--- src/hw/osd_pkg.sv ---
// shared OSD types and constants; OSD runs at half clk, only 5 host commands decoded, no memory access
package osd_pkg;

  // --------------------------------------------------
  // widths that carry a meaning
  // --------------------------------------------------

  // one word from the host port
  typedef logic [15:0] host_word_t;

  // data word index within a command, saturating
  typedef logic [2:0] dat_cnt_t;

  // character buffer address and contents
  typedef logic [10:0] buf_addr_t;
  typedef logic [7:0] buf_byte_t;

  // beam counters, horizontal in clk units
  typedef logic [10:0] hbeam_t;
  typedef logic [8:0] vbeam_t;

  // video config, top to bottom: blver, ar, dither, hr_filter, lr_filter, scanline
  typedef logic [11:0] video_cfg_t;

  // --------------------------------------------------
  // host command codes, bits 7..2 of a command word
  // --------------------------------------------------

  // codes not listed here select nothing
  typedef enum logic [5:0] {
    CMD_RESET_CTRL = 6'b0_000_10,
    CMD_OSD_CTRL   = 6'b0_010_10,
    CMD_VIDEO_CFG  = 6'b0_011_01,
    CMD_OSD_BUFFER = 6'b0_000_11,
    CMD_VERSION    = 6'b1_000_10
  } cmd_code_t;

  // host word sequencing
  typedef enum logic [1:0] {
    ST_IDLE,
    ST_CMD,
    ST_DATA
  } host_state_t;

  // --------------------------------------------------
  // constants
  // --------------------------------------------------

  localparam int WAIT_CYCLES = 5;
  localparam dat_cnt_t DAT_CNT_MAX = 3'd4;
  // word 3 of a buffer write carries the line number
  localparam dat_cnt_t BUF_LINE_WORD = 3'd3;

  // OSD window, horizontal in half-clock units
  localparam logic [9:0] OSD_H_START = 10'd448;
  localparam logic [9:0] OSD_H_WIDTH = 10'd256;
  localparam vbeam_t OSD_V_START = 9'd128;
  localparam vbeam_t OSD_V_HEIGHT = 9'd64;

  // beta flag, major, minor, minion
  localparam buf_byte_t VERSION_BYTES [0:3] = '{8'h01, 8'h03, 8'h05, 8'h02};

endpackage

--- src/hw/osd_cmd_if.sv ---
// one received host word with its command context; rx is a single-cycle pulse per word
`timescale 1ns/1ps

interface osd_cmd_if;

  // word strobe and command/data flag
  logic rx;
  logic is_cmd;
  // word contents, valid while rx is high
  osd_pkg::host_word_t word;
  // command latched from the last command word
  osd_pkg::cmd_code_t cmd;
  // index of this data word within the command
  osd_pkg::dat_cnt_t dat_cnt;

  // host FSM side
  modport driver (
    output rx,
    output is_cmd,
    output word,
    output cmd,
    output dat_cnt
  );

  // register and buffer side
  modport receiver (
    input rx,
    input is_cmd,
    input word,
    input cmd,
    input dat_cnt
  );

endinterface

--- src/hw/osd_config_regs.sv ---
// control and video config registers, loaded by data word 0 only; read byte is combinational
`timescale 1ns/1ps

module osd_config_regs (
  input  logic                clk,
  input  logic                reset,
  osd_cmd_if.receiver         cmd_bus,
  input  osd_pkg::buf_byte_t  osd_ctrl,
  output osd_pkg::buf_byte_t  rd_byte,
  output logic                osd_enable,
  output logic                key_disable,
  output logic                usrrst,
  output logic                cpurst,
  output logic                cpuhlt,
  output osd_pkg::video_cfg_t video_cfg
);

  logic wr_first;
  logic [1:0] ver_idx;

  // first data word after a command
  assign wr_first = cmd_bus.rx && !cmd_bus.is_cmd && (cmd_bus.dat_cnt == 3'd0);

  // --------------------------------------------------
  // register writes
  // --------------------------------------------------
  always_ff @(posedge clk) begin
    if (reset) begin
      // core held in reset and halted until the host releases it
      cpuhlt <= 1'b1;
      cpurst <= 1'b1;
      usrrst <= 1'b0;
      key_disable <= 1'b0;
      osd_enable <= 1'b0;
      video_cfg <= '0;
    end else if (wr_first) begin
      case (cmd_bus.cmd)
        osd_pkg::CMD_RESET_CTRL: begin
          // H R B -> halt, cpu reset, user reset
          {cpuhlt, cpurst, usrrst} <= cmd_bus.word[2:0];
        end
        osd_pkg::CMD_OSD_CTRL: begin
          {key_disable, osd_enable} <= cmd_bus.word[1:0];
        end
        osd_pkg::CMD_VIDEO_CFG: begin
          video_cfg <= cmd_bus.word[11:0];
        end
        default: begin
          // buffer writes and reads leave the registers alone
        end
      endcase
    end
  end

  // --------------------------------------------------
  // read data
  // --------------------------------------------------

  // counts 3 and 4 both return the minion byte
  assign ver_idx = (cmd_bus.dat_cnt >= 3'd3) ? 2'd3 : cmd_bus.dat_cnt[1:0];

  always_comb begin
    if (cmd_bus.cmd == osd_pkg::CMD_VERSION) begin
      rd_byte = osd_pkg::VERSION_BYTES[ver_idx];
    end else begin
      // default read-back is the keyboard control code
      rd_byte = osd_ctrl;
    end
  end

  // registers only move on a received host word
  a_write_needs_rx: assert property (@(posedge clk) disable iff (reset)
    !cmd_bus.rx |=> $stable({cpuhlt, cpurst, usrrst, key_disable, osd_enable, video_cfg}));

endmodule

--- src/flat_wrapper.sv ---
// flat-port wrapper written by rule: the top's interface ports become plain ports
module osd_config_regs_flat 
  (clk, reset, osd_ctrl, rd_byte, osd_enable, key_disable, usrrst, cpurst, cpuhlt, video_cfg, cmd_bus_rx, cmd_bus_is_cmd, cmd_bus_word, cmd_bus_cmd, cmd_bus_dat_cnt);
  osd_cmd_if cmd_bus_i ();
  input  logic clk;
  input  logic reset;
  input  osd_pkg::buf_byte_t osd_ctrl;
  output osd_pkg::buf_byte_t rd_byte;
  output logic osd_enable;
  output logic key_disable;
  output logic usrrst;
  output logic cpurst;
  output logic cpuhlt;
  output osd_pkg::video_cfg_t video_cfg;
  input wire logic [$bits(cmd_bus_i.rx)-1:0] cmd_bus_rx;
  input wire logic [$bits(cmd_bus_i.is_cmd)-1:0] cmd_bus_is_cmd;
  input wire logic [$bits(cmd_bus_i.word)-1:0] cmd_bus_word;
  input wire logic [$bits(cmd_bus_i.cmd)-1:0] cmd_bus_cmd;
  input wire logic [$bits(cmd_bus_i.dat_cnt)-1:0] cmd_bus_dat_cnt;
  assign cmd_bus_i.rx = cmd_bus_rx;
  assign cmd_bus_i.is_cmd = cmd_bus_is_cmd;
  assign cmd_bus_i.word = cmd_bus_word;
  assign cmd_bus_i.cmd = cmd_bus_cmd;
  assign cmd_bus_i.dat_cnt = cmd_bus_dat_cnt;
  osd_config_regs u_core (.clk(clk), .reset(reset), .cmd_bus(cmd_bus_i), .osd_ctrl(osd_ctrl), .rd_byte(rd_byte), .osd_enable(osd_enable), .key_disable(key_disable), .usrrst(usrrst), .cpurst(cpurst), .cpuhlt(cpuhlt), .video_cfg(video_cfg));
endmodule
--- config.mk ---
export PLATFORM = sky130hd
export DESIGN_NAME = osd_config_regs_flat
export DESIGN_NICKNAME = d
export VERILOG_FILES = /design/src/hw/osd_pkg.sv /design/src/hw/osd_cmd_if.sv /design/src/hw/osd_config_regs.sv /design/src/flat_wrapper.sv
export SDC_FILE = /design/constraint.sdc
export NUM_CORES = 1
export LEC_CHECK = 0
export ABC_AREA = 1
export BUFFER_PORTS_ARGS = -buffer_cell sky130_fd_sc_hd__buf_2
export CAP_MARGIN = 10
export CORE_ASPECT_RATIO = 1.25
export CORE_MARGIN = 1
export CORE_UTILIZATION = 44
export DETAILED_ROUTE_END_ITERATION = 8
export GPL_TIMING_DRIVEN = 0
export PLACE_DENSITY = 0.83
export SETUP_SLACK_MARGIN = 0.05
export SYNTH_ARGS = -nofsm -noshare
export SYNTH_HDL_FRONTEND = slang
export SYNTH_SLANG_ARGS = --single-unit
export TNS_END_PERCENT = 20
--- constraint.sdc ---
create_clock -name clk -period 1.4 [get_ports clk]
set_input_delay 0.14 -clock clk [delete_from_list [all_inputs] [get_ports clk]]
set_output_delay 0.14 -clock clk [all_outputs]
set_load 0.1 [all_outputs]
---- Word level (Yosys, flattened, before mapping) ----
Cells that the tools add are included.
storage, ports and cells
  bits in registers ....................... 17
  bits in latches ......................... 0
  RAM bits ................................ 0
  bits in read-only memories .............. 0
  bits of input ports ..................... 37
  memories ................................ 0
operators by class
  $add $sub $neg .......................... 0
  $mul .................................... 0
  div/mod/pow operators ................... 0
  $lt $le $gt $ge ......................... 2
  equal/unequal tests ..................... 4
  shift operators ......................... 0
  muxes and demuxes ....................... 5
  bitwise gates (word level) .............. 1
  reductions and logical operators ........ 7
operators with widths
  kind                  count
  $mux W8               3
  $bmux W8 S2           1
  $eq A6 B4 Y1 const B  2
  $eq A6 B2 Y1 const B  1
  $eq A6 B6 Y1 const B  1
  $reduce_and A2 Y1     3
  $ge A3 B2 Y1 const B  1
  $ge A3 B3 Y1 const B  1
  $logic_not A3 Y1      1
  $not A2 Y3            1
  $logic_and A1 B1 Y1   2
  $mux W2               1
  $logic_not A1 Y1      1

---- Logic depth before layout (Yosys ltp) ----
Gate-level depths: netlist of run 1.
  depth after elaboration ................. 7
  gate-level depth with buffers ........... 8
  depth with buffers taken out ............ 7

---- Worst setup path after synthesis of run 1 ----
Ideal clock, no wire load.
  path kind ............................... input -> output
  start point ............................. in cmd_bus_cmd[1]
  end point ............................... out rd_byte[1]
  arrival ................................. 2.708 ns
  required time ........................... 1.260 ns
  setup slack ............................. -1.448 ns
  stages .................................. 5
  cell sequence ........................... inv_1 > nor2_2 > nand4_1 > buf_2 > o21ai_0
on the way
  longest elaborated chain between the ends .. 2
RTL lines
  item             line                   source
  start, declared  flat_wrapper.sv:18     input wire logic [$bits(cmd_bus_i.cmd)-1:0] cmd_bus_cmd;
  $eq A6 B6 Y1     osd_config_regs.sv:63  if (cmd_bus.cmd == osd_pkg::CMD_VERSION) begin
  $mux W8          osd_config_regs.sv:63
  end, declared    flat_wrapper.sv:8      output osd_pkg::buf_byte_t rd_byte;
No other way between the ends.

---- Final worst setup path of run 1 ----
  start point ............................. in cmd_bus_cmd[1]
  end point ............................... out rd_byte[7]
The elaborated chain is that of the path after synthesis.

==> results of run 1 <==
logic make-up after synthesis:
kind of cell | share of synthesized area
compound gates | 0.0210
buf+inv | 0.155
flops | 0.358
simple gates | 0.466
power groups by stage:
stage	clock network (uW)	registers, uW	logic, uW
2_1_floorplan	0	497	167
3_3_place_gp	0	495	238
3_5_place_dp	0	495	244
4_1_cts	290	484	248
5_1_grt	305	484	282
6_report	282	484	265
per-stage QoR:
stage	hold slack, ns	std cells	TNS, ns	cell area [um2]
3_3_place_gp	0.371	232	-0.146	1280
4_1_cts	0.0592	236	0	1320
2_1_floorplan	0.266	155	-0.351	970
6_report	0.0595	236	0	1360
5_1_grt	0.0706	236	0	1360
3_5_place_dp	0.381	232	-0.261	1280
flip-flops by register name (all words and copies together), names as in the netlist:
signal              count
u_core.usrrst           1
u_core.osd_enable       1
u_core.video_cfg       12
u_core.cpuhlt           1
u_core.key_disable      1
u_core.cpurst           1
final cells by class:
| cell class | count | share of cell area |
|---|---|---|
| Tap cell | 20 | 0.0184 |
| Timing Repair Buffer | 57 | 0.242 |
| Multi-Input combinational cell | 105 | 0.360 |
| Sequential cell | 17 | 0.250 |
| Inverter | 28 | 0.0773 |
| Buffer | 5 | 0.0313 |
| Clock buffer | 3 | 0.0166 |
| Clock inverter | 1 | 0.00368 |
worst min path at each step:
stage | startpoint | depth (start not counted) | slack [ns] | end
after global routing | cmd_bus_word[1] | 3 | 0.07 | u_core.cpurst$_SDFFE_PP1P_
after floorplan | cmd_bus_word[2] | 2 | 0.27 | u_core.cpuhlt$_SDFFE_PP1P_
after CTS | cmd_bus_word[2] | 3 | 0.06 | u_core.cpuhlt$_SDFFE_PP1P_
final | cmd_bus_word[1] | 3 | 0.06 | u_core.cpurst$_SDFFE_PP1P_
after detailed placement | cmd_bus_word[2] | 3 | 0.38 | u_core.cpuhlt$_SDFFE_PP1P_
after global placement | cmd_bus_word[2] | 3 | 0.37 | u_core.cpuhlt$_SDFFE_PP1P_
critical path, cell delays in order:
cell and delay, ns:
buf_2 0.10, inv_1 0.08, nor2_4 0.05, nand4_1 0.08
buf_2 0.24, nand2_1 0.09, inv_1 0.06, clkbuf_4 0.32
routing by layer:
metal	track usage	up-vias	share of wire
met3	0.0336	5	0.075
met2	0.393	48	0.54
met1	0.209	500	0.36
li1	-	580	-
met5	0	-	0
met4	0.125	0	0.024
layout by cell type, fill, tap and decap left out:
master / synthesis / routed
buf_2: 1 / 50
a21oi_1: 2 / 1
inv_1: 27 / 27
a21oi_4: 0 / 1
buf_6: 3 / 4
nor2_4: 2 / 3
nand3_2: 1 / 1
dfxtp_1: 17 / 17
nand3_1: 20 / 20
buf_12: 0 / 1
buf_8: 0 / 1
clkinv_2: 0 / 1
o21ai_2: 0 / 2
clkinv_1: 1 / 1
buf_4: 0 / 2
nand4_1: 1 / 1
nor2_2: 5 / 5
clkbuf_1: 1 / 1
nand2_1: 33 / 33
nand2_2: 1 / 1
clkbuf_4: 0 / 6
nor2_1: 38 / 37
repair_timing:
action / 4_1_cts / 5_1_grt
resized for setup: 4 / 13
setup buffers: 0 / 0
endpoints found under the setup margin: 8 / 8
hold buffers: 0 / 0
==> out/qor.csv, run 1 <==
metric,value,unit
R2R Setup Slk,0.82,ns
start point of the critical path,cmd_bus_cmd[1],
Post-DRT Antenna Nets,0,
Hold Path Class,in -> reg,
Sw Pwr,357,uW
DRT iter0 DRCs,35,
CP required,1.26,ns
commonest cells in the netlist,"38 x nor2_1, 33 x nand2_1, 27 x inv_1",
register share of total power,0.469,
Tcrit/Tclk final,0.929,
Worst-path clk slew,0.10,ns
num ports,62,
die height,54.0,um
Period minus WS final,1.30,ns
drt drc,12,
Horiz. Die Dim,43.6,um
"Area growth, synth to finish",42.9,%
CTS max path bufs,2,
Relative slew margins,0.674,
CP max FO,10,
CP endpoint kind,output port,
FILL cells,199,
via count,1133,
DRT Pass-1 Iters,6,
Maximum Capacitance Violations,0,
post-detailed-route wirelength per cell,10.2,um
Final Wtd Congestion,0.787,
failing checks,design-rule violations,
cell area power density,759,nW/um2
# rows,18,
Mapped Cells,155,
Num CTS Buffers,3,
Main synth FF type,dfxtp_1,
Arrival @ worst endpoint,1.16,ns
Reg area,340,um2
first-pass GRT wire length,3.60,mm
TritonCTS clock tree,built,
post-layout util,0.678,
largest area contributor in the netlist,dfxtp_1,
Yosys top cell area share,0.358,
Synth Net Count,192,
Final Skew,0,ns
pin count of the biggest net entering global routing,11,
WS Path Type,in -> out,
Starting Density,0.474,
#FFs+latches synth,17,
Final #Nets,254,
critical path startpoint category,input pin,
H-tree levels,1,
clock network power share,0.273,
Avg Vias per Cell,4.80,
core area,2000,um2
die area,2350,um2
Final Hold Fails,0,
top-count cell post-synth,nor2_1,
Tot Pwr,1030,uW
worst r2r dst,u_core.video_cfg[1]$_SDFFE_PP0P_,
CTS root buffer,clkbuf_4,
"Slew Viols, Final",0,
Area contributors post-synth,"dfxtp_1 36%, nor2_1 15%, nand2_1 13%",
vias in the first global route,930,
internal power,674,uW
Netlist cell types,17,
initial antenna violation count,0,
worst setup margin,0.100,ns
HPWL Detailed,1.87,mm
ys async rst share,0,
syn_area_per_cell,6.13,um2
Total GRT Usage,0.207,
peak supply drop,0.545,mV
RSZ-0062 raised after global routing,yes,
share of cells above drive strength 1,0.361,
post-synthesis sequential area ratio,0.358,
Post-synth EDFFs,0,
# port buffers,57,
yosys warns,0,
Lkg Pwr,0.000763,uW
clock latency at the later pin of the worst-skew pair,0.30,ns
"Cell Area, Synth",951,um2
status,"finished, violations left",
Post-Place Setup Slack,-0.101,ns
Worst Tran Pin Value,0.493,ns
Comb pwr share,0.257,
total gr overflow,0,
Final setup viols,0,
CP Capture Point,rd_byte[7],
Routed WL,2.40,mm
fmax,0.769,GHz
area taken by multi-input logic gates,489,um2
antenna cells,0,
Sw Ratio,0.347,
Reg-to-Reg Start,u_core.video_cfg[1]$_SDFFE_PP0P_,
worst-case reg-to-reg path depth,2,
clock sink total,17,
Note: power is estimated with default switching activity, not from simulation.
==> run 2, diff against run 1 <==
Settings changed: GPL_TIMING_DRIVEN 0 to not set.
==> run 2 against run 1 <==
The flow still finishes with violations (design-rule violations); largest power group unchanged; clock skew unchanged; critical endpoint is now rd_byte[0]; critical path type unchanged; register-to-register slack about the same; setup slack better by 0.081 ns.
==> out/qor.csv, run 2 (same netlist as run 1, synthesis figures left out) <==
metric,value,unit,change
status,"finished, violations left",,
failing checks,design-rule violations,,
"most common cell after layout, fill and taps aside",buf_2,,
RSZ-0062 raised after global routing,no,,
CP most frequent cell,nor2_1,,
antenna cells,0,,unchanged
Tcrit/Tclk final,0.871,,-0.0575
TritonCTS clock tree,built,,
DRT Pass-1 Iters,6,,unchanged
critical path startpoint category,input pin,,
Worst Tran Pin Value,0.494,ns,+0.00161 ns
clock sink total,17,,unchanged
num ports,62,,unchanged
Hold Path Class,in -> reg,,
via count,1088,,-4.0%
WS Path Type,in -> out,,
Final setup viols,0,,unchanged
"Cell Area, Placed",1400,um2,+9.0%
drt drc,12,,unchanged
hold_ws,0.0816,ns,+0.0221 ns
Avg Vias per Cell,4.61,,-4.0%
CP endpoint kind,output port,,
Maximum Capacitance Violations,0,,unchanged
Lkg Pwr,0.000795,uW,+4.1%
first-pass GRT wire length,3.48,mm,-3.4%
# rows,18,,unchanged
Num CTS Buffers,3,,unchanged
CTS max path bufs,2,,unchanged
design area,1420,um2,+4.7%
setup TNS,0,ns,unchanged
"Slew Viols, Final",0,,unchanged
die area,2350,um2,unchanged
post-CTS setup repair buffer count,0,,unchanged
worst r2r dst,u_core.video_cfg[1]$_SDFFE_PP0P_,,
fin cells,236,,unchanged
Final Hold Fails,0,,unchanged
R2R Setup Slk,0.81,ns,about the same
Horiz. Die Dim,43.6,um,unchanged
CTS root buffer,clkbuf_4,,
Reg-to-Reg Start,u_core.video_cfg[1]$_SDFFE_PP0P_,,
Arrival @ worst endpoint,1.08,ns,-0.08 ns
DRT iter0 DRCs,23,,-34%
Top reg by flops,u_core.video_cfg,,
Total GRT Usage,0.200,,-0.00702
CP Capture Point,rd_byte[0],,
Post-DRT Antenna Nets,0,,unchanged
Final #Nets,254,,unchanged
"Largest stage delay, worst path",0.19,ns,-0.13 ns
Routed WL,2.24,mm,-7.0%
H-tree levels,1,,unchanged
CP required,1.26,ns,about the same
peak supply drop,0.642,mV,+18%
fmax,0.820,GHz,+6.6%
Relative slew margins,0.673,,-0.00107
"Area growth, synth to finish",49.6,%,
share of cells above drive strength 1,0.361,,unchanged
HPWL Detailed,1.81,mm,-3.3%
worst-case reg-to-reg path depth,2,,unchanged
dpl cells,232,,unchanged
max FFs per register,12,,unchanged
crit path cell chain,buf_2 -> nor2_1 -> nand4_1 -> buf_4 -> nor2_1 -> a21oi_4 -> buf_12,,
vias in the first global route,886,,-4.7%
clock latency at the later pin of the worst-skew pair,0.28,ns,-0.02 ns
Period minus WS final,1.22,ns,-0.0805 ns
Worst-path clk slew,0.09,ns,about the same
most frequent cells in the layout,"49 x buf_2, 38 x nor2_1, 33 x nand2_1",,
post-layout util,0.710,,+0.0318
Final Wtd Congestion,0.792,,+0.60%
PostCTS Resize Cnt,0,,-4
post-detailed-route wirelength per cell,9.47,um,-7.0%
die height,54.0,um,unchanged
Starting Density,0.474,,unchanged
pin count of the biggest net entering global routing,18,,+7
cell area power density,725,nW/um2,-4.5%
critical path's slowest cell,buf_4,,
Hold Buf Count CTS,0,,unchanged
core area,2000,um2,unchanged
total gr overflow,0,,unchanged
initial antenna violation count,0,,unchanged
Final Skew,0,ns,unchanged
# port buffers,57,,unchanged
start point of the critical path,cmd_bus_cmd[3],,
CP max FO,11,,+1
## run 2: cell count changes in the layout (fill, tap and decap cells not counted)
cell / previous run / this run
nor2_4: 3 / 2
clkbuf_4: 6 / 3
buf_2: 50 / 49
nor2_1: 37 / 38
clkbuf_1: 1 / 0
buf_4: 2 / 5
buf_12: 1 / 8
buf_6: 4 / 0
buf_8: 1 / 0
## run 2: critical path, delay by kind of cell
kind | cells | cell delay [ns]
AND/OR/NAND/NOR | 3 | 0.41
buffers and inverters | 3 | 0.46
AO/OA/AOI/OAI | 1 | 0.05
## run 2: through the flow
stage | power [uW] | setup WS (ns)
after floorplan | 664 | -0.175
after global placement | 786 | 0.201
after detailed placement | 790 | 0.187
after CTS | 1040 | 0.168
after global routing | 1090 | 0.109
final | 1030 | 0.181
## run 2: how the worst min path moves through the flow
stage	startpoint	endpoint	slack, ns	depth (start not counted)
floorplan	cmd_bus_word[2]	u_core.cpuhlt$_SDFFE_PP1P_	0.27	2
global placement	cmd_bus_word[2]	u_core.cpuhlt$_SDFFE_PP1P_	0.37	3
detailed placement	cmd_bus_word[1]	u_core.cpurst$_SDFFE_PP1P_	0.38	3
CTS	cmd_bus_word[2]	u_core.cpuhlt$_SDFFE_PP1P_	0.08	3
global route	cmd_bus_word[1]	u_core.cpurst$_SDFFE_PP1P_	0.09	3
finish	cmd_bus_word[1]	u_core.cpurst$_SDFFE_PP1P_	0.08	3
## run 2: power breakdown
| part | total, uW | switching, uW | internal [uW] |
|---|---|---|---|
| Sequential | 484 | 0.155 | 483 |
| Combinational | 294 | 184 | 110 |
| Clock | 254 | 147 | 106 |
| Total | 1030 | 331 | 700 |
## run 2: layer usage
layer  routed length [um]  track usage  up-vias
li1                     -            -      584
met1                  851        0.203      462
met2                 1190        0.378       40
met3                  169       0.0503        2
met4                   19       0.0938        0
met5                    0            0        -
## run 2: layout make-up
class | instances | area, um2
Multi-Input combinational cell | 105 | 482
Inverter | 28 | 105
Clock inverter | 1 | 5.00
Timing Repair Buffer | 62 | 443
Tap cell | 20 | 25.0
Clock buffer | 3 | 22.5
Sequential cell | 17 | 340
Fill cell | 187 | 582
==> run 3, diff against run 2 <==
Settings changed: CORE_ASPECT_RATIO 1.25 to 1.2.
==> run 3 against run 2 <==
The run now ends clean; sequential power hardly changed; sequential share of layout area is 0.33 points lower; die area hardly changed; critical endpoint is now cpurst; largest cell class unchanged.
==> out/qor.csv, run 3 (same netlist as run 1, synthesis figures left out) <==
metric,value,unit,change
status,finished clean,,
via count,1098,,+0.92%
RSZ-0062 raised after global routing,no,,
Worst Tran Pin Value,0.503,ns,+0.00834 ns
Sw Ratio,0.337,,+0.0157
peak supply drop,0.537,mV,-16%
CTS root buffer,clkbuf_4,,
clock latency at the later pin of the worst-skew pair,0.30,ns,+0.02 ns
Lkg Pwr,0.000800,uW,+0.69%
"Area growth, synth to finish",51.7,%,
Avg Vias per Cell,4.45,,-3.6%
H-tree levels,1,,unchanged
Comb pwr share,0.279,,-0.006
Worst-path clk slew,0.10,ns,about the same
pin count of the biggest net entering global routing,18,,unchanged
share of cells above drive strength 1,0.364,,+0.00294
Tcrit/Tclk final,0.873,,+0.00240
DRT iter0 DRCs,14,,-39%
Final Skew,0,ns,unchanged
PostCTS Resize Cnt,0,,unchanged
Horiz. Die Dim,44.4,um,+2.0%
TritonCTS clock tree,built,,
"Slew Viols, Final",0,,unchanged
Starting Density,0.464,,-0.0104
Final Hold Fails,0,,unchanged
Num CTS Buffers,3,,unchanged
die height,52.9,um,-1.9%
DRT Pass-1 Iters,6,,unchanged
clock network power share,0.263,,+0.017
crit-path leading delay family,buffers and inverters,,
Worst Path Buf+Inv,1,,-2
Top reg by flops,u_core.video_cfg,,
first-pass GRT wire length,3.64,mm,+4.6%
Final setup viols,0,,unchanged
"most common cell after layout, fill and taps aside",buf_2,,
HPWL Detailed,1.83,mm,+1.2%
fmax,0.818,GHz,-0.27%
CP max FO,2,,-9
initial antenna violation count,0,,unchanged
Period minus WS final,1.22,ns,+0.00336 ns
CP endpoint kind,output port,,
drt drc,0,,-12
Hold Path Class,in -> reg,,
crit path cell chain,buf_2,,
most frequent cells in the layout,"49 x buf_2, 38 x nor2_1, 33 x nand2_1",,
critical path startpoint category,flip-flop,,
Total GRT Usage,0.213,,+0.0133
"Largest stage delay, worst path",0.43,ns,+0.24 ns
clock sink total,17,,unchanged
post-detailed-route wirelength per cell,9.32,um,-1.6%
post-CTS setup repair buffer count,0,,unchanged
register share of total power,0.458,,-0.011
fin cells,247,,+4.7%
cell area power density,732,nW/um2,+1.1%
antenna cells,0,,unchanged
# port buffers,57,,unchanged
setup TNS,0,ns,unchanged
FILL cells,175,,-6.4%
Arrival @ worst endpoint,1.08,ns,about the same
# rows,18,,unchanged
Maximum Capacitance Violations,0,,unchanged
critical path's slowest cell,buf_2,,
CTS max path bufs,2,,unchanged
dpl cells,243,,+4.7%
core area,2050,um2,+2.2%
Relative slew margins,0.667,,-0.00552
vias in the first global route,920,,+3.8%
Routed WL,2.30,mm,+3.0%
CP required,1.26,ns,about the same
Final #Nets,255,,+0.39%
total gr overflow,0,,unchanged
die area,2350,um2,about the same
Final Wtd Congestion,0.801,,+1.2%
Hold Buf Count CTS,0,,unchanged
WS Path Type,reg -> out,,
Sw Pwr,356,uW,+7.5%
max FFs per register,12,,unchanged
Post-DRT Antenna Nets,0,,unchanged
num ports,62,,unchanged
internal power,701,uW,+0.11%
## run 3: per-stage QoR
stage | area [um2] | util | worst slack (ns) | total power (uW) | hold slack (ns)
2_1_floorplan | 970 | - | -0.175 | 664 | 0.266
3_3_place_gp | 1420 | 0.690 | 0.201 | 786 | 0.370
3_5_place_dp | 1420 | 0.690 | 0.187 | 791 | 0.378
4_1_cts | 1440 | 0.704 | 0.176 | 1060 | 0.0595
5_1_grt | 1440 | 0.704 | 0.0637 | 1100 | 0.0878
6_report | 1440 | 0.704 | 0.177 | 1060 | 0.0620
## run 3: worst paths after layout
| kind | slack [ns] | cells past startpoint | from | end |
|---|---|---|---|---|
| max | 0.18 | 1 | u_core.cpurst$_SDFFE_PP1P_ | cpurst |
| min | 0.06 | 3 | cmd_bus_word[2] | u_core.cpuhlt$_SDFFE_PP1P_ |
| max reg2reg | 0.81 | 2 | u_core.video_cfg[11]$_SDFFE_PP0P_ | u_core.video_cfg[11]$_SDFFE_PP0P_ |
| min reg2reg | 0.48 | 2 | u_core.cpuhlt$_SDFFE_PP1P_ | u_core.cpuhlt$_SDFFE_PP1P_ |
## run 3: area by class of cell
type,count,area [um2],share of cell area
multi-input combinational,105,482,0.334
inverter,28,105,0.0729
timing repair buffer,63,450,0.312
tap,30,37.5,0.0260
sequential,17,340,0.236
clock buffer,3,22.5,0.0156
clock inverter,1,5.00,0.00347
## run 3: power by group through the flow
stage               registers, uW  logic (uW)  clock network (uW)
floorplan                     497         167                   0
global placement              495         291                   0
detailed placement            495         296                   0
CTS                           484         296                 280
global route                  484         315                 296
finish                        484         295                 278
## run 3: metal layers
metal  routed length [um]  global-route usage  share of wire
met5                    0                   0              0
met4                   54               0.121          0.023
met3                  108              0.0375          0.047
met2                 1200               0.377           0.52
met1                  943               0.235           0.41
