## src/hw/osd_pkg.sv

```systemverilog
// shared OSD types and constants; OSD runs at half clk, only 5 host commands decoded, no memory access
package osd_pkg;

  // --------------------------------------------------
  // widths that carry a meaning
  // --------------------------------------------------

  // one word from the host port
  typedef logic [15:0] host_word_t;

  // data word index within a command, saturating
  typedef logic [2:0] dat_cnt_t;

  // character buffer address and contents
  typedef logic [10:0] buf_addr_t;
  typedef logic [7:0] buf_byte_t;

  // beam counters, horizontal in clk units
  typedef logic [10:0] hbeam_t;
  typedef logic [8:0] vbeam_t;

  // video config, top to bottom: blver, ar, dither, hr_filter, lr_filter, scanline
  typedef logic [11:0] video_cfg_t;

  // --------------------------------------------------
  // host command codes, bits 7..2 of a command word
  // --------------------------------------------------

  // codes not listed here select nothing
  typedef enum logic [5:0] {
    CMD_RESET_CTRL = 6'b0_000_10,
    CMD_OSD_CTRL   = 6'b0_010_10,
    CMD_VIDEO_CFG  = 6'b0_011_01,
    CMD_OSD_BUFFER = 6'b0_000_11,
    CMD_VERSION    = 6'b1_000_10
  } cmd_code_t;

  // host word sequencing
  typedef enum logic [1:0] {
    ST_IDLE,
    ST_CMD,
    ST_DATA
  } host_state_t;

  // --------------------------------------------------
  // constants
  // --------------------------------------------------

  localparam int WAIT_CYCLES = 5;
  localparam dat_cnt_t DAT_CNT_MAX = 3'd4;
  // word 3 of a buffer write carries the line number
  localparam dat_cnt_t BUF_LINE_WORD = 3'd3;

  // OSD window, horizontal in half-clock units
  localparam logic [9:0] OSD_H_START = 10'd448;
  localparam logic [9:0] OSD_H_WIDTH = 10'd256;
  localparam vbeam_t OSD_V_START = 9'd128;
  localparam vbeam_t OSD_V_HEIGHT = 9'd64;

  // beta flag, major, minor, minion
  localparam buf_byte_t VERSION_BYTES [0:3] = '{8'h01, 8'h03, 8'h05, 8'h02};

endpackage

```

## src/hw/osd_beam_counter.sv

```systemverilog
// local beam position; sol and sof must come from the same clk domain, one cycle wide
`timescale 1ns/1ps

module osd_beam_counter (
  input  logic            clk,
  input  logic            reset,
  input  logic            sol,
  input  logic            sof,
  output osd_pkg::hbeam_t hbeam,
  output osd_pkg::vbeam_t vbeam
);

  // --------------------------------------------------
  // horizontal count, clk cycles since start of line
  // --------------------------------------------------
  always_ff @(posedge clk) begin
    if (reset) begin
      hbeam <= '0;
    end else if (sol) begin
      hbeam <= '0;
    end else begin
      // wraps on very long lines
      hbeam <= hbeam + 11'd1;
    end
  end

  // --------------------------------------------------
  // vertical count, lines since start of frame
  // --------------------------------------------------
  always_ff @(posedge clk) begin
    if (reset) begin
      vbeam <= '0;
    end else if (sof) begin
      // sof wins over a coincident sol
      vbeam <= '0;
    end else if (sol) begin
      vbeam <= vbeam + 9'd1;
    end
  end

  // sof is expected on a line boundary
  a_sof_at_line_start: assert property (@(posedge clk) disable iff (reset)
    sof |-> sol || $past(sol));

endmodule

```

## config.mk

```make
export PLATFORM = sky130hd
export DESIGN_NAME = osd_beam_counter
export DESIGN_NICKNAME = d
export VERILOG_FILES = /design/src/hw/osd_pkg.sv /design/src/hw/osd_beam_counter.sv
export SDC_FILE = /design/constraint.sdc
export NUM_CORES = 1
export LEC_CHECK = 0
export ABC_CLOCK_PERIOD_IN_PS = 2800
export BUFFER_PORTS_ARGS = -buffer_cell sky130_fd_sc_hd__buf_4
export CORE_UTILIZATION = 53
export CTS_CLUSTER_DIAMETER = 60
export DETAILED_ROUTE_END_ITERATION = 8
export GPL_TIMING_DRIVEN = 0
export PLACE_DENSITY = 0.79
export SLEW_MARGIN = 20
export SYNTH_ARGS = -nofsm -noshare
export SYNTH_HDL_FRONTEND = slang
export SYNTH_SLANG_ARGS = --single-unit
```

## constraint.sdc

```tcl
create_clock -name clk -period 2.8 [get_ports clk]
set_input_delay 0.14 -clock clk [delete_from_list [all_inputs] [get_ports clk]]
set_output_delay 0.14 -clock clk [all_outputs]
set_load 0.01 [all_outputs]
```

# Word-level counts from Yosys, hierarchy flattened
# Cells that the tools add are included.
# word_totals
ff_bits	20
latchBits	0
ramBits	0
mem_bits_ro	0
in_bits	4
out_inout_bits	20
wordCells	6
memories	0
# classes
addsub	2
mul	0
div	0
order_cmp	0
eq_ne	0
n_shift	0
mux	0
n_bitwise	0
reduce_logical	2
# op_table
operator	count
11-bit by 1-bit adder with 11-bit output (second input constant)	1
9-bit by 1-bit adder with 9-bit output (second input constant)	1
2-bit OR reduction	2

# Longest topological paths before layout
# Gate-level depths: netlist of run 1.
# logic_depth
ltp_word	1
mapped_depth	4
depth_no_buf	4

# Worst setup path before layout of run 1
# OpenSTA, ideal clock, no wires.
# synth_path
path_type	reg-to-reg
start	reg hbeam[0]
end	reg hbeam[10]
setup_time_ns	0.070
arrival_ns	1.333
t_required_ns	2.730
slack_ns	1.397
stages_incl_launch_ff	5
n_path_buf	0
period_less_slack_ns	1.403
path_cell_list	dfxtp_1 -> ha_1 -> inv_1 -> or4_1 -> a21oi_1
# synth_between
elab_chain_cells	1
# synth_lines
item	line_no	source
start, declared	osd_beam_counter.sv:9	output osd_pkg::hbeam_t hbeam,
start signal, assigned	osd_beam_counter.sv:23	hbeam <= hbeam + 11'd1;
11-bit by 1-bit adder with 11-bit output	osd_beam_counter.sv:23	
# Every way passes these cells.
# A chain may end at the register's enable or synchronous reset.

# Final worst setup path of run 1
# Ends and elaborated chain as after synthesis.

==> results of run 1 <==
[path summary, 6_finish.rpt]
kind	startpoint	end	slack (ps)	cells after the start
hold reg to reg	hbeam[10]	hbeam[10]	490	2
setup reg to reg	hbeam[0]	hbeam[10]	1320	4
setup / recovery	hbeam[0]	hbeam[10]	1320	4
hold / removal	reset	hbeam[8]	120	3
[where the power goes]
part	internal, W	leakage [nW]	switching (W)
Clock	0.0000500	0.0138	0.0000819
Sequential	0.000287	0.162	0.00000332
Combinational	0.00000995	0.231	0.0000115
Total	0.000347	0.406	0.0000967
[state kept, by name (all words and copies together) (netlist names)]
register / flops
hbeam: 11
vbeam: 9
[metal layers]
metal	vias up	global-route usage [%]	share of wire [%]
met2	16	30.0	48
li1	394	-	-
met5	-	0	0
met4	0	9.38	1.1
met1	353	26.9	47
met3	2	5.17	4.1
[Yosys cell counts]
library cell	n
sky130_fd_sc_hd__dfxtp_1	20
sky130_fd_sc_hd__o311ai_0	1
sky130_fd_sc_hd__o31ai_1	3
sky130_fd_sc_hd__nand4_1	6
sky130_fd_sc_hd__buf_2	1
sky130_fd_sc_hd__or3_2	1
sky130_fd_sc_hd__nand2_1	5
sky130_fd_sc_hd__or2_2	2
sky130_fd_sc_hd__nor2_1	10
sky130_fd_sc_hd__or3_1	6
sky130_fd_sc_hd__a21oi_1	9
sky130_fd_sc_hd__nand4_4	1
sky130_fd_sc_hd__o21ai_0	6
sky130_fd_sc_hd__xnor2_1	2
sky130_fd_sc_hd__nand3_1	4
sky130_fd_sc_hd__ha_1	2
sky130_fd_sc_hd__xor2_1	5
sky130_fd_sc_hd__or4_1	3
sky130_fd_sc_hd__inv_1	2
sky130_fd_sc_hd__clkbuf_1	2
sky130_fd_sc_hd__o41ai_1	1
sky130_fd_sc_hd__mux2i_1	1
sky130_fd_sc_hd__and2_1	1
[per-stage QoR]
| step | util [%] | power, W | instance area (sq um) | std cells | worst slack [ps] |
|---|---|---|---|---|---|
| after floorplan | - | 0.000309 | 853 | 94 | 1400 |
| after global placement | 68.9 | 0.000318 | 1040 | 132 | 1380 |
| after detailed placement | 68.9 | 0.000318 | 1040 | 132 | 1350 |
| after CTS | 70.4 | 0.000450 | 1060 | 135 | 1310 |
| after global routing | 70.4 | 0.000465 | 1060 | 135 | 1200 |
| final | 70.4 | 0.000443 | 1060 | 135 | 1320 |
[layout make-up]
| class | count | area [sq um] | share of cell area [%] |
|---|---|---|---|
| plain buffers | 3 | 12.5 | 1.18 |
| clock buffers | 3 | 22.5 | 2.12 |
| inverters | 2 | 7.51 | 0.708 |
| multi-input cells | 69 | 433 | 40.8 |
| flip-flops and latches | 20 | 400 | 37.7 |
| well taps | 16 | 20.0 | 1.89 |
| repair buffers | 22 | 165 | 15.6 |
[kinds of logic after synthesis]
group	count (synthesis)	synth area share, %
AOI/OAI and AO/OA	20	13.5
xor gates and xnor gates	7	7.18
adders and majority gates	2	2.93
buffers and inverters	5	2.35
DFF	20	46.9
muxes	1	1.17
and+or+nand+nor	39	26.0
[worst max-delay path, delay by kind of cell, from the launching register on]
family | cells | cell delay, ps
adders and majority gates | 1 | 250
and+or+nand+nor | 1 | 500
buffers and inverters | 1 | 120
DFF | 1 | 410
AOI/OAI and AO/OA | 1 | 150
==> results by stage, run 1 <==
Synth:
- After synthesis, the cell types taking the most area are sky130_fd_sc_hd__dfxtp_1 (47%), sky130_fd_sc_hd__a21oi_1 (5.3%), sky130_fd_sc_hd__xor2_1 (5.1%), sky130_fd_sc_hd__nand4_1 (4.4%), sky130_fd_sc_hd__nor2_1 (4.4%).
- The sequential-to-total area share from yosys stat is between 40% and 50%.
- The synthesized cell area is roughly 850 sq um.
- The area fraction of the dominant cell type after synthesis is 46.9%.
- The synthesized netlist contains 23 unique library cells.
- During synthesis, Yosys emitted a total of 0 warnings.
- In this run, synthesis produced a sequential element count of 20.
- When the netlist entered floorplanning its net count stood at 100.
- The synthesized design spends more area on one cell type than any other, namely sky130_fd_sc_hd__dfxtp_1.
- Synthesis produced a netlist whose cell count is between 90 and 100.
- Dividing the synthesized area by the synthesized cell count gives roughly 9.1 sq um.

Timing:
- Hold is met by 120 ps.
- The slew at the pin with the worst max-slew slack is ~390 ps.
- The total negative setup slack is 0 ps.
- The minimum clock period after layout is between 1000 and 1500 ps.
- The number of failing hold endpoints at the final stage is 0.
- The number of max-slew violations in the final report was 0.
- The maximum clock rate is approximately 0.67 GHz.
- The share of the cycle needed by the critical path after routing is between 50% and 60%.
- For the final database, setup skew stands at 2.85 ps.
- Setup repair after global routing left no endpoint under its margin.
- In this run the tightest slew margin relative to its limit is approximately 74%.
- Setup violations remaining at the end of the flow were counted as 0.

Routing:
- The remaining design rule violation count is 0.
- The total number of vias is 765.
- The first detailed-routing pass took 4 iterations.
- Wires add up to about 1700 um.
- In this run the remaining antenna-violating nets after routing total 0.
- After detailed routing, the number of vias per cell comes to between 5 and 6.
- The first-iteration detailed-routing DRC count is 11.
- The detail-routed net length per standard cell is 12.6 um.

Die:
- Measured along the x axis, the die boundary spans approximately 42 um.
- The die covers around 0.0018 sq mm.
- During I/O placement, the number of pins put on the boundary was 24.
- The vertical die dimension is roughly 42 um.
- The number of cell rows is 14.
- The initial utilization of the core area, before any placement, comes to roughly 57%.
- The core region is around 0.0015 sq mm.

CTS:
- At the later pin of the worst-skew pair, clock insertion delay measures roughly 290 ps.
- The number of H-tree levels is 1.
- The clock buffer count from CTS is 3.
- The clock transition at the registers of the reported paths is between 100 and 150 ps.
- The root buffer cell is sky130_fd_sc_hd__clkbuf_4.
- The post-cts repair resize count is 0.
- The number of clock sinks seen by CTS is 20.
- Counting along the longest clock path gives a buffer depth of 2.
- TritonCTS built the clock tree.
- The buffers inserted during post-CTS setup optimization is 0.
- The count of hold-fix buffers inserted at cts is 0.

Job:
- The max capacitance violation total is 0.

Worst hold path:
- In this run the worst hold path is classified as in2reg.

Worst setup path:
- The element type at the critical path start is a flop.
- Traced cell by cell, the critical path runs through ha_1, inv_1, or4_1, a21oi_1.
- Data arrives at the worst endpoint at roughly 1700 ps.
- The critical path start-end classification is reg2reg.
- The kind of end point of the critical path is a flop.
- The biggest cell delay along the critical path is ~500 ps.
- Of all nets on the critical path, the largest fanout is 6.
- The cell at the slowest stage of the critical path is sky130_fd_sc_hd__or4_1.
- STA puts the critical path data required time at 3030 ps.

GRT:
- The via count of the first global-routing pass is ~610.
- The initial antenna violation count is 0.
- The total global routing overflow is 0.
- The largest net degree at the start of global routing is 11.
- The first global-routing pass estimated between 2000 and 3000 um of wire.
- The total track usage is 20.0%.

Cells and area:
- Leaving out fill and tap cells, the most frequent cell in the layout is sky130_fd_sc_hd__buf_4.
- In the final design database the tool counted between 100 and 150 nets.
- In the layout the commonest cells are sky130_fd_sc_hd__buf_4 (22), sky130_fd_sc_hd__dfxtp_1 (20), sky130_fd_sc_hd__nor2_1 (10).
- Compared with the post-synthesis result, the final layout area differs by 24.3%.
- The post-route netlist has between 20% and 30% of its cells at a drive strength greater than 1.
- After filler insertion, the fill cell instance count of the layout stands at around 140.
- 0 antenna diodes ended up in the layout.

Place:
- Input and output buffers added on the ports amount to 22.
- The congestion estimate from routability-driven global placement came to ~0.74.
- The sum of net half-perimeters after detailed placement is 1210 um.

Power and ir drop:
- The worst supply voltage drop on vdd is between 300 and 400 uV.
- The cell area power density is roughly 420 mW/mm^2.
- Summed over all cells, the static leakage comes to ~0.4 nW.

Status:
- The flow ran to the end, and the final reports show no timing, DRC or antenna violations.
Note: power is estimated with default switching activity, not from simulation.
==> run 2, diff against run 1 <==
--- a/config.mk
+++ b/config.mk
@@ -5,13 +5,14 @@
 export SDC_FILE = /design/constraint.sdc
 export NUM_CORES = 1
 export LEC_CHECK = 0
-export ABC_CLOCK_PERIOD_IN_PS = 2800
+export ABC_CLOCK_PERIOD_IN_PS = 1500
 export BUFFER_PORTS_ARGS = -buffer_cell sky130_fd_sc_hd__buf_4
-export CORE_UTILIZATION = 53
+export CORE_ASPECT_RATIO = 1.25
+export CORE_UTILIZATION = 49
 export CTS_CLUSTER_DIAMETER = 60
 export DETAILED_ROUTE_END_ITERATION = 8
 export GPL_TIMING_DRIVEN = 0
-export PLACE_DENSITY = 0.79
+export PLACE_DENSITY = 0.74
 export SLEW_MARGIN = 20
 export SYNTH_ARGS = -nofsm -noshare
 export SYNTH_HDL_FRONTEND = slang
==> constraint.sdc (replaced) <==
create_clock -name clk -period 1.5 [get_ports clk]
set_input_delay 0.075 -clock clk [delete_from_list [all_inputs] [get_ports clk]]
set_output_delay 0.075 -clock clk [all_outputs]
set_load 0.01 [all_outputs]
==> results by stage, run 2 (synthesis gave the netlist of run 1 again) <==
Worst setup path:
- STA puts the critical path data arrival time at about 1600 ps.
- STA puts the critical path data required time at approximately 1700 ps.
- In this run the worst path has a maximum fanout of 6.
- The kind of end point of the critical path is a flop.
- The worst setup path is launched from a flop.
- The critical path start-end classification is reg2reg.

Power and ir drop:
- The leakage dissipation is around 0.40 nW.
- The switching power as a share of total power is 21.2%.
- The analysis attributes to net switching a power of roughly 0.00017 W.
- The share of total power in combinational logic is roughly 5%.
- The share of total power dissipated in the clock network is between 20 and 30%.
- The part of the total power dissipated in sequential elements is between 60% and 70%.
- The internal portion of total power is 0.000648 W.
- The cell area power density is ~770 mW/mm^2.
- IR analysis of the VDD net gives a maximum drop of between 500 and 600 uV.

Routing:
- The detailed router put a total of roughly 700 um of wire on met1.
- The first detailed-routing pass ran for 4 iterations.
- In this run the top signal layer used is met4.
- The final wirelength is 1620 um.
- The count of nets left with antenna violations after detail routing is 0.
- In the detailed route, the total length drawn on met2 is roughly 840 um.
- The total length of routed met3 wires is around 63 um.
- Dividing the detail-routed via count by the number of cells gives 5.58.
- The total number of vias is roughly 770.
- After the first detailed-routing iteration, the DRC count stood at 10.
- The remaining design rule violation count is 0.
- After detailed routing, the average wire length per cell comes to about 12 um.

Status:
- The run finished with clean final reports.

Timing:
- Setup repair after global routing left no endpoint under its margin.
- The minimum clock period after layout is approximately 1400 ps.
- The relative slew slack is between 70 and 80%.
- For the final database, setup skew stands at about 2.2 ps.
- The number of failing hold endpoints at the final stage is 0.
- The number of max-slew violations in the final report came to 0.
- The share of the cycle needed by the critical path after routing is just over 90%.
- The total setup violations reported at the end of the flow is 0.
- The worst hold slack is 58.1 ps.
- Derived from the worst setup path, the maximum achievable clock frequency is 0.722 GHz.
- Summed over all failing endpoints, the final setup total negative slack is 0 ps.
- At the pin with the least slew margin, the transition time is 417 ps.

Cells and area:
- Leaving out fill and tap cells, the most frequent cell in the layout is sky130_fd_sc_hd__buf_4.
- The register bank with the most flops is hbeam.
- Leaving out fill and tap cells, the most frequent cells in the layout are sky130_fd_sc_hd__buf_4 (22), sky130_fd_sc_hd__dfxtp_1 (17), sky130_fd_sc_hd__nor2_1 (10).
- The flip-flop count of the largest register, all copies and words added is 11.
- The filler cells instantiated in the layout total 141.
- The growth of design area from synthesis to finish is 25.4%.
- The number of antenna diodes in the final layout is 0.
- In the final layout, the registers with the most flip-flops are hbeam: 11 flops, vbeam: 9 flops.
- The post-route cell area is approximately 0.0011 sq mm.
- The net count of the finished layout is approximately 130.
- The fraction of layout instances using a drive strength above 1 is 28.6%.

GRT:
- The total track usage is roughly a fifth.
- The first global-routing pass estimated between 2000 and 3000 um of wire.
- The largest net degree at the start of global routing is 11.
- Global routing finished with a remaining overflow of 0.
- The initial antenna violation count is 0.
- The via count of the first global-routing pass is around 670.

Place:
- The wire-length estimate of the detail-placed layout is 1230 um.
- The placer congestion estimate is 0.645.
- The placed cell area is around 0.0010 sq mm.
- The count of port buffers added during placement is 22.

CTS:
- The count of hold-fix buffers inserted at cts is 0.
- Counting the buffers created by CTS gives 3.
- The root buffer cell is sky130_fd_sc_hd__clkbuf_4.
- TritonCTS built the clock tree.
- The clock transition at the registers of the reported paths is approximately 100 ps.
- The buffers inserted during post-CTS setup optimization is 0.
- No sink is reached through more buffers than the 2 on the longest clock path.
- The number of H-tree levels is 1.
- The clock drives 20 sinks.
- At the later pin of the worst-skew pair, clock insertion delay measures about 280 ps.

Die:
- The area of the core is between 0.0015 and 0.002 sq mm.
- The die extent in x is 39.3 um.
- Once the floorplan was initialized, standard cells occupied between 50% and 60% of the core.
- The vertical die dimension is slightly below 50 um.
- 24 I/O pins were placed.
- The floorplan step defined a die boundary enclosing around 0.0019 sq mm.
- The number of cell rows is 16.

Job:
- The max capacitance violation total is 0.

Worst hold path:
- The worst min-delay path category is in2reg.
run 2: cell counts in the layout (fill, tap and decap cells not counted):
No cell type changed its count.
run 2: metrics by stage:
stage	worst slack (ps)	total power, W	util, %	std cells
3_3_place_gp	73.1	0.000593	65.0	134
6_report	115	0.000821	66.8	137
5_1_grt	11.9	0.000851	66.8	137
3_5_place_dp	64.4	0.000594	65.0	134
2_1_floorplan	97.2	0.000576	-	94
4_1_cts	33.2	0.000834	66.4	137
run 2: worst paths after layout:
path         startpoint   endpoint  slack [ps]  depth (start not counted)
max            hbeam[0]  hbeam[10]         120                          4
min reg2reg    hbeam[0]   hbeam[0]         460                          1
min               reset   hbeam[8]          60                          3
max reg2reg    hbeam[0]  hbeam[10]         120                          4
run 2: cell type report:
| cell class | count | area [sq um] | share of cell area, % |
|---|---|---|---|
| inverter | 2 | 7.51 | 0.702 |
| clock buffer | 3 | 22.5 | 2.11 |
| sequential | 20 | 404 | 37.8 |
| multi-input combinational | 69 | 435 | 40.7 |
| timing repair buffer | 22 | 165 | 15.4 |
| buffer | 3 | 12.5 | 1.17 |
| tap | 18 | 22.5 | 2.11 |
run 2: layer usage:
layer	track usage, %	up-vias
li1	-	397
met1	21.5	348
met2	33.9	18
met3	2.75	2
met4	8.62	0
met5	0	-
run 2: power groups by stage:
stage	Combinational, W	Sequential (W)	Clock [W]
2_1_floorplan	0.0000215	0.000555	0
3_3_place_gp	0.0000392	0.000554	0
3_5_place_dp	0.0000402	0.000554	0
4_1_cts	0.0000406	0.000542	0.000251
5_1_grt	0.0000445	0.000543	0.000263
6_report	0.0000401	0.000542	0.000239
run 2: critical path, stage by stage (launching register included):
cell and delay (ps):
sky130_fd_sc_hd__dfxtp_2 380, sky130_fd_sc_hd__ha_2 200, sky130_fd_sc_hd__inv_1 90, sky130_fd_sc_hd__or4_1 510
sky130_fd_sc_hd__a21oi_1 140
run 2: what timing repair did:
action                                  in CTS  in global routing
resized for setup                            0                  4
endpoints found under the setup margin       0                  2
endpoints found under the hold margin        0                  0
==> run 3, diff against run 2 <==
--- a/config.mk
+++ b/config.mk
@@ -5,6 +5,7 @@
 export SDC_FILE = /design/constraint.sdc
 export NUM_CORES = 1
 export LEC_CHECK = 0
+export ABC_AREA = 1
 export ABC_CLOCK_PERIOD_IN_PS = 1500
 export BUFFER_PORTS_ARGS = -buffer_cell sky130_fd_sc_hd__buf_4
 export CORE_ASPECT_RATIO = 1.25
@@ -12,7 +13,7 @@
 export CTS_CLUSTER_DIAMETER = 60
 export DETAILED_ROUTE_END_ITERATION = 8
 export GPL_TIMING_DRIVEN = 0
-export PLACE_DENSITY = 0.74
+export PLACE_DENSITY = 0.73
 export SLEW_MARGIN = 20
 export SYNTH_ARGS = -nofsm -noshare
 export SYNTH_HDL_FRONTEND = slang
==> results by stage, run 3 <==
Status:
- The flow ran to the end, and the final reports show no timing, DRC or antenna violations.

Synth:
- The synthesized design contains 0 enable-type register cells.
- The share of the Yosys chip area taken by registers is between 40% and 50%.
- The average instance area after synthesis is 7.16 sq um.
- Counting flops with an async set or reset pin after synthesis yields a share of 0%.
- Among all flip-flop cells after synthesis, the most frequent one is sky130_fd_sc_hd__dfxtp_1.
- In the post-synthesis netlist, the biggest area contributors are sky130_fd_sc_hd__dfxtp_1 (46%), sky130_fd_sc_hd__nand2_1 (12%), sky130_fd_sc_hd__nor2_1 (9.9%), sky130_fd_sc_hd__inv_1 (6.4%), sky130_fd_sc_hd__nand3_1 (6.3%).
- The count of warnings emitted by yosys is 0.
- The most frequently used cell type in the post-synthesis netlist is sky130_fd_sc_hd__nand2_1.
- Counting every instance in the synthesized netlist gives 122.
- The count of cell types in the netlist is 15.
- By count the netlist is led by sky130_fd_sc_hd__nand2_1 (28), sky130_fd_sc_hd__nor2_1 (23), sky130_fd_sc_hd__dfxtp_1 (20).
- The cell type with the highest aggregate area in the netlist is sky130_fd_sc_hd__dfxtp_1.
- The area fraction of the dominant cell type after synthesis is approximately 46%.
- The synthesized cell area is between 800 and 900 sq um.
- The number of nets in the synthesized netlist is about 130.
- The flip-flop and latch count after synthesis is 20.

GRT:
- Global routing used 30.3% of the available met2 tracks.
- The via count of the first global-routing pass is 669.
- The global-route wire length before repair is approximately 2600 um.
- In the global route stage, met1 resource usage came out at 23.6%.
- The met3 track demand over resource in global routing is under 10%.
- The total global routing overflow is 0.
- The initial antenna violation count came to 0.
- The layer with the highest usage after global routing is met2.
- The largest net degree at the start of global routing is 12.
- The total track usage is 18.6%.

Die:
- Once the floorplan was initialized, standard cells occupied a little over half of the core.
- The number of placed I/O pins is 24.
- The number of cell rows is 16.
- The die area is 0.00196 sq mm.
- The vertical die dimension is 49.2 um.
- The die extent in x is ~40 um.
- The area of the core is ~0.0016 sq mm.

Worst setup path:
- The slowest stage of the critical path belongs to the cell sky130_fd_sc_hd__dfxtp_1.
- At the worst endpoint, the required time is 1690 ps.
- The critical path data arrival time is 1480 ps.
- Traced cell by cell, the critical path runs through ha_1, nand3_1, nor2_2, nand3_1, nand2_1, nor2_1.
- The maximum fanout along the worst path is 6.
- By startpoint and endpoint, the worst setup path is classified as reg2reg.
- Counting stages on the worst path, the most repeated cell is sky130_fd_sc_hd__nand3_1.
- The number of cells on the critical path is 6.
- Counting cells, the worst reg-to-reg path comes to 6.
- The biggest cell delay along the critical path is 420 ps.
- The element type at the critical path start is a flop.
- The critical path buffer and inverter count is 0.
- The kind of end point of the critical path is a flop.
- The cell family contributing the most delay on the critical path is simple AND/OR/NAND/NOR gates.

Routing:
- The detailed-routing iteration count for the pre-antenna-repair pass is 3.
- The first routing iteration left 14 violations.
- The final layout contains routed wiring with a total length of around 1600 um.
- After detailed routing, the average wire length per cell comes to ~9.6 um.
- Once detail routing completed, the nets flagged for antenna violations numbered 0.
- The total number of vias is 811.
- The vias per cell is around 4.8.
- The remaining design rule violation count is 0.

CTS:
- The clock passes through at most 2 buffers.
- Buffers added to address setup during post-CTS repair amount to 0.
- The clock transition at the registers of the reported paths is between 100 and 150 ps.
- TritonCTS built the clock tree.
- The number of H-tree levels is 1.
- The number of clock sinks seen by CTS is 20.
- In this run, CTS created clock tree buffers numbering 3.
- The clock reaches the later pin of the worst-skew pair after around 290 ps.
- The cell sitting at the root of the clock tree is a sky130_fd_sc_hd__clkbuf_4.

Cells and area:
- Of the cells placed in the final design, the portion with a size suffix greater than 1 is between 20% and 30%.
- The number of inserted diodes is 0.
- The layout has between 100 and 150 filler cells.
- The net count of the finished layout is ~160.
- hbeam holds more flip-flops than any other register.
- The flip-flop count of the largest register, all copies and words added is 11.
- From synthesis to final layout, the design area changed by 27.9%.
- The library cell used most frequently in the layout, excluding fill and tap cells, is sky130_fd_sc_hd__nand2_1.
- In the final layout, the registers with the most flip-flops are hbeam: 11 flops, vbeam: 9 flops.
- In the layout the commonest cells are sky130_fd_sc_hd__nand2_1 (28), sky130_fd_sc_hd__buf_4 (23), sky130_fd_sc_hd__nor2_1 (22).
- Measured on the finished design, the core utilization comes to 68.9%.

Power and ir drop:
- The worst supply voltage drop on vdd is 474 uV.
- The cell area power density is ~800 mW/mm^2.
- The leakage dissipation is between 0.4 and 0.5 nW.

Timing:
- The total negative setup slack is 0 ps.
- The clock tree skew after final layout is between 3 and 4 ps.
- Setup violations remaining at the end of the flow were counted as 0.
- Setup repair after global routing left no endpoint under its margin.
- The worst hold slack is between 100 and 150 ps.
- The relative slew slack is 68.3%.
- The number of max-slew violations in the final report is 0.
- The share of the cycle needed by the critical path after routing is between 80% and 90%.
- The slew at the pin with the worst max-slew slack is around 470 ps.
- The minimum clock period after layout is 1280 ps.
- The number of failing hold endpoints at the final stage is 0.
- The maximum clock rate is 0.779 GHz.

Worst hold path:
- The worst min-delay path category is in2reg.
- The cell depth of the worst min-delay path is 4.

Place:
- The placer congestion estimate is 0.715.
- The count of port buffers added during placement is 23.
- The sum of net half-perimeters after detailed placement is ~1300 um.

Job:
- Across the run, the number of max-cap violations was 0.
run 3: cell count changes after synthesis, sizes merged, moves of 2 or more:
| cell | delta |
|---|---|
| clkbuf | -2 |
| o31ai | -3 |
| nand2 | +23 |
| or3 | -7 |
| or4 | -3 |
| or2 | -2 |
| nor2 | +15 |
| nand3 | +7 |
| nand4 | -5 |
| xor2 | -3 |
| o21ai | -3 |
| inv | +13 |
run 3: report_power, final:
| part | switching [W] | internal (W) | leakage [nW] |
|---|---|---|---|
| combinational | 0.0000241 | 0.0000200 | 0.313 |
| sequential | 0.00000513 | 0.000535 | 0.162 |
| clock | 0.000148 | 0.000148 | 0.0210 |
run 3: kinds of logic (layout without fill, tap and decap cells):
| kind of cell | Yosys count | after routing | synth area share (%) |
|---|---|---|---|
| flops | 20 | 20 | 45.8 |
| compound gates | 14 | 14 | 8.31 |
| xor+xnor | 4 | 4 | 4.01 |
| fa+ha+maj | 2 | 2 | 2.86 |
| simple gates | 67 | 67 | 32.5 |
| buf+inv | 15 | 43 | 6.45 |
run 3: layer usage:
layer,wire (um),part of all wire [%]
met1,743,46
met2,796,49
met3,63,3.9
met4,13,0.80
met5,0,0
run 3: final timing paths:
kind            start  endpoint  slack, ps
max          hbeam[0]  hbeam[8]        220
min               sof  vbeam[8]        120
max reg2reg  hbeam[0]  hbeam[8]        220
min reg2reg  hbeam[0]  hbeam[0]        490
run 3: area by class of cell:
class / instances / area, sq um / share of cell area, %
Inverter: 15 / 56.3 / 5.04
Multi-Input combinational cell: 87 / 419 / 37.5
Tap cell: 18 / 22.5 / 2.02
Clock buffer: 4 / 36.3 / 3.25
Timing Repair Buffer: 24 / 183 / 16.3
Sequential cell: 20 / 400 / 35.8
run 3: tightest hold or removal path, delay by kind of cell:
family | cells | cell delay [ps]
and+or+nand+nor | 3 | 220
buffers and inverters | 1 | 80
run 3: what timing repair did:
item                                    CTS  global route
endpoints found under the hold margin     1             0
endpoints found under the setup margin    0             2
hold buffers                              1             0
resized for setup                         0             1
run 3: per-stage QoR:
stage / worst slack [ps] / instances / total power [W] / cell area (sq um)
finish: 216 / 168 / 0.000880 / 1120
floorplan: 225 / 122 / 0.000574 / 873
CTS: 117 / 168 / 0.000893 / 1110
detailed placement: 122 / 163 / 0.000595 / 1070
global placement: 167 / 163 / 0.000593 / 1070
global route: 57.5 / 168 / 0.000917 / 1120
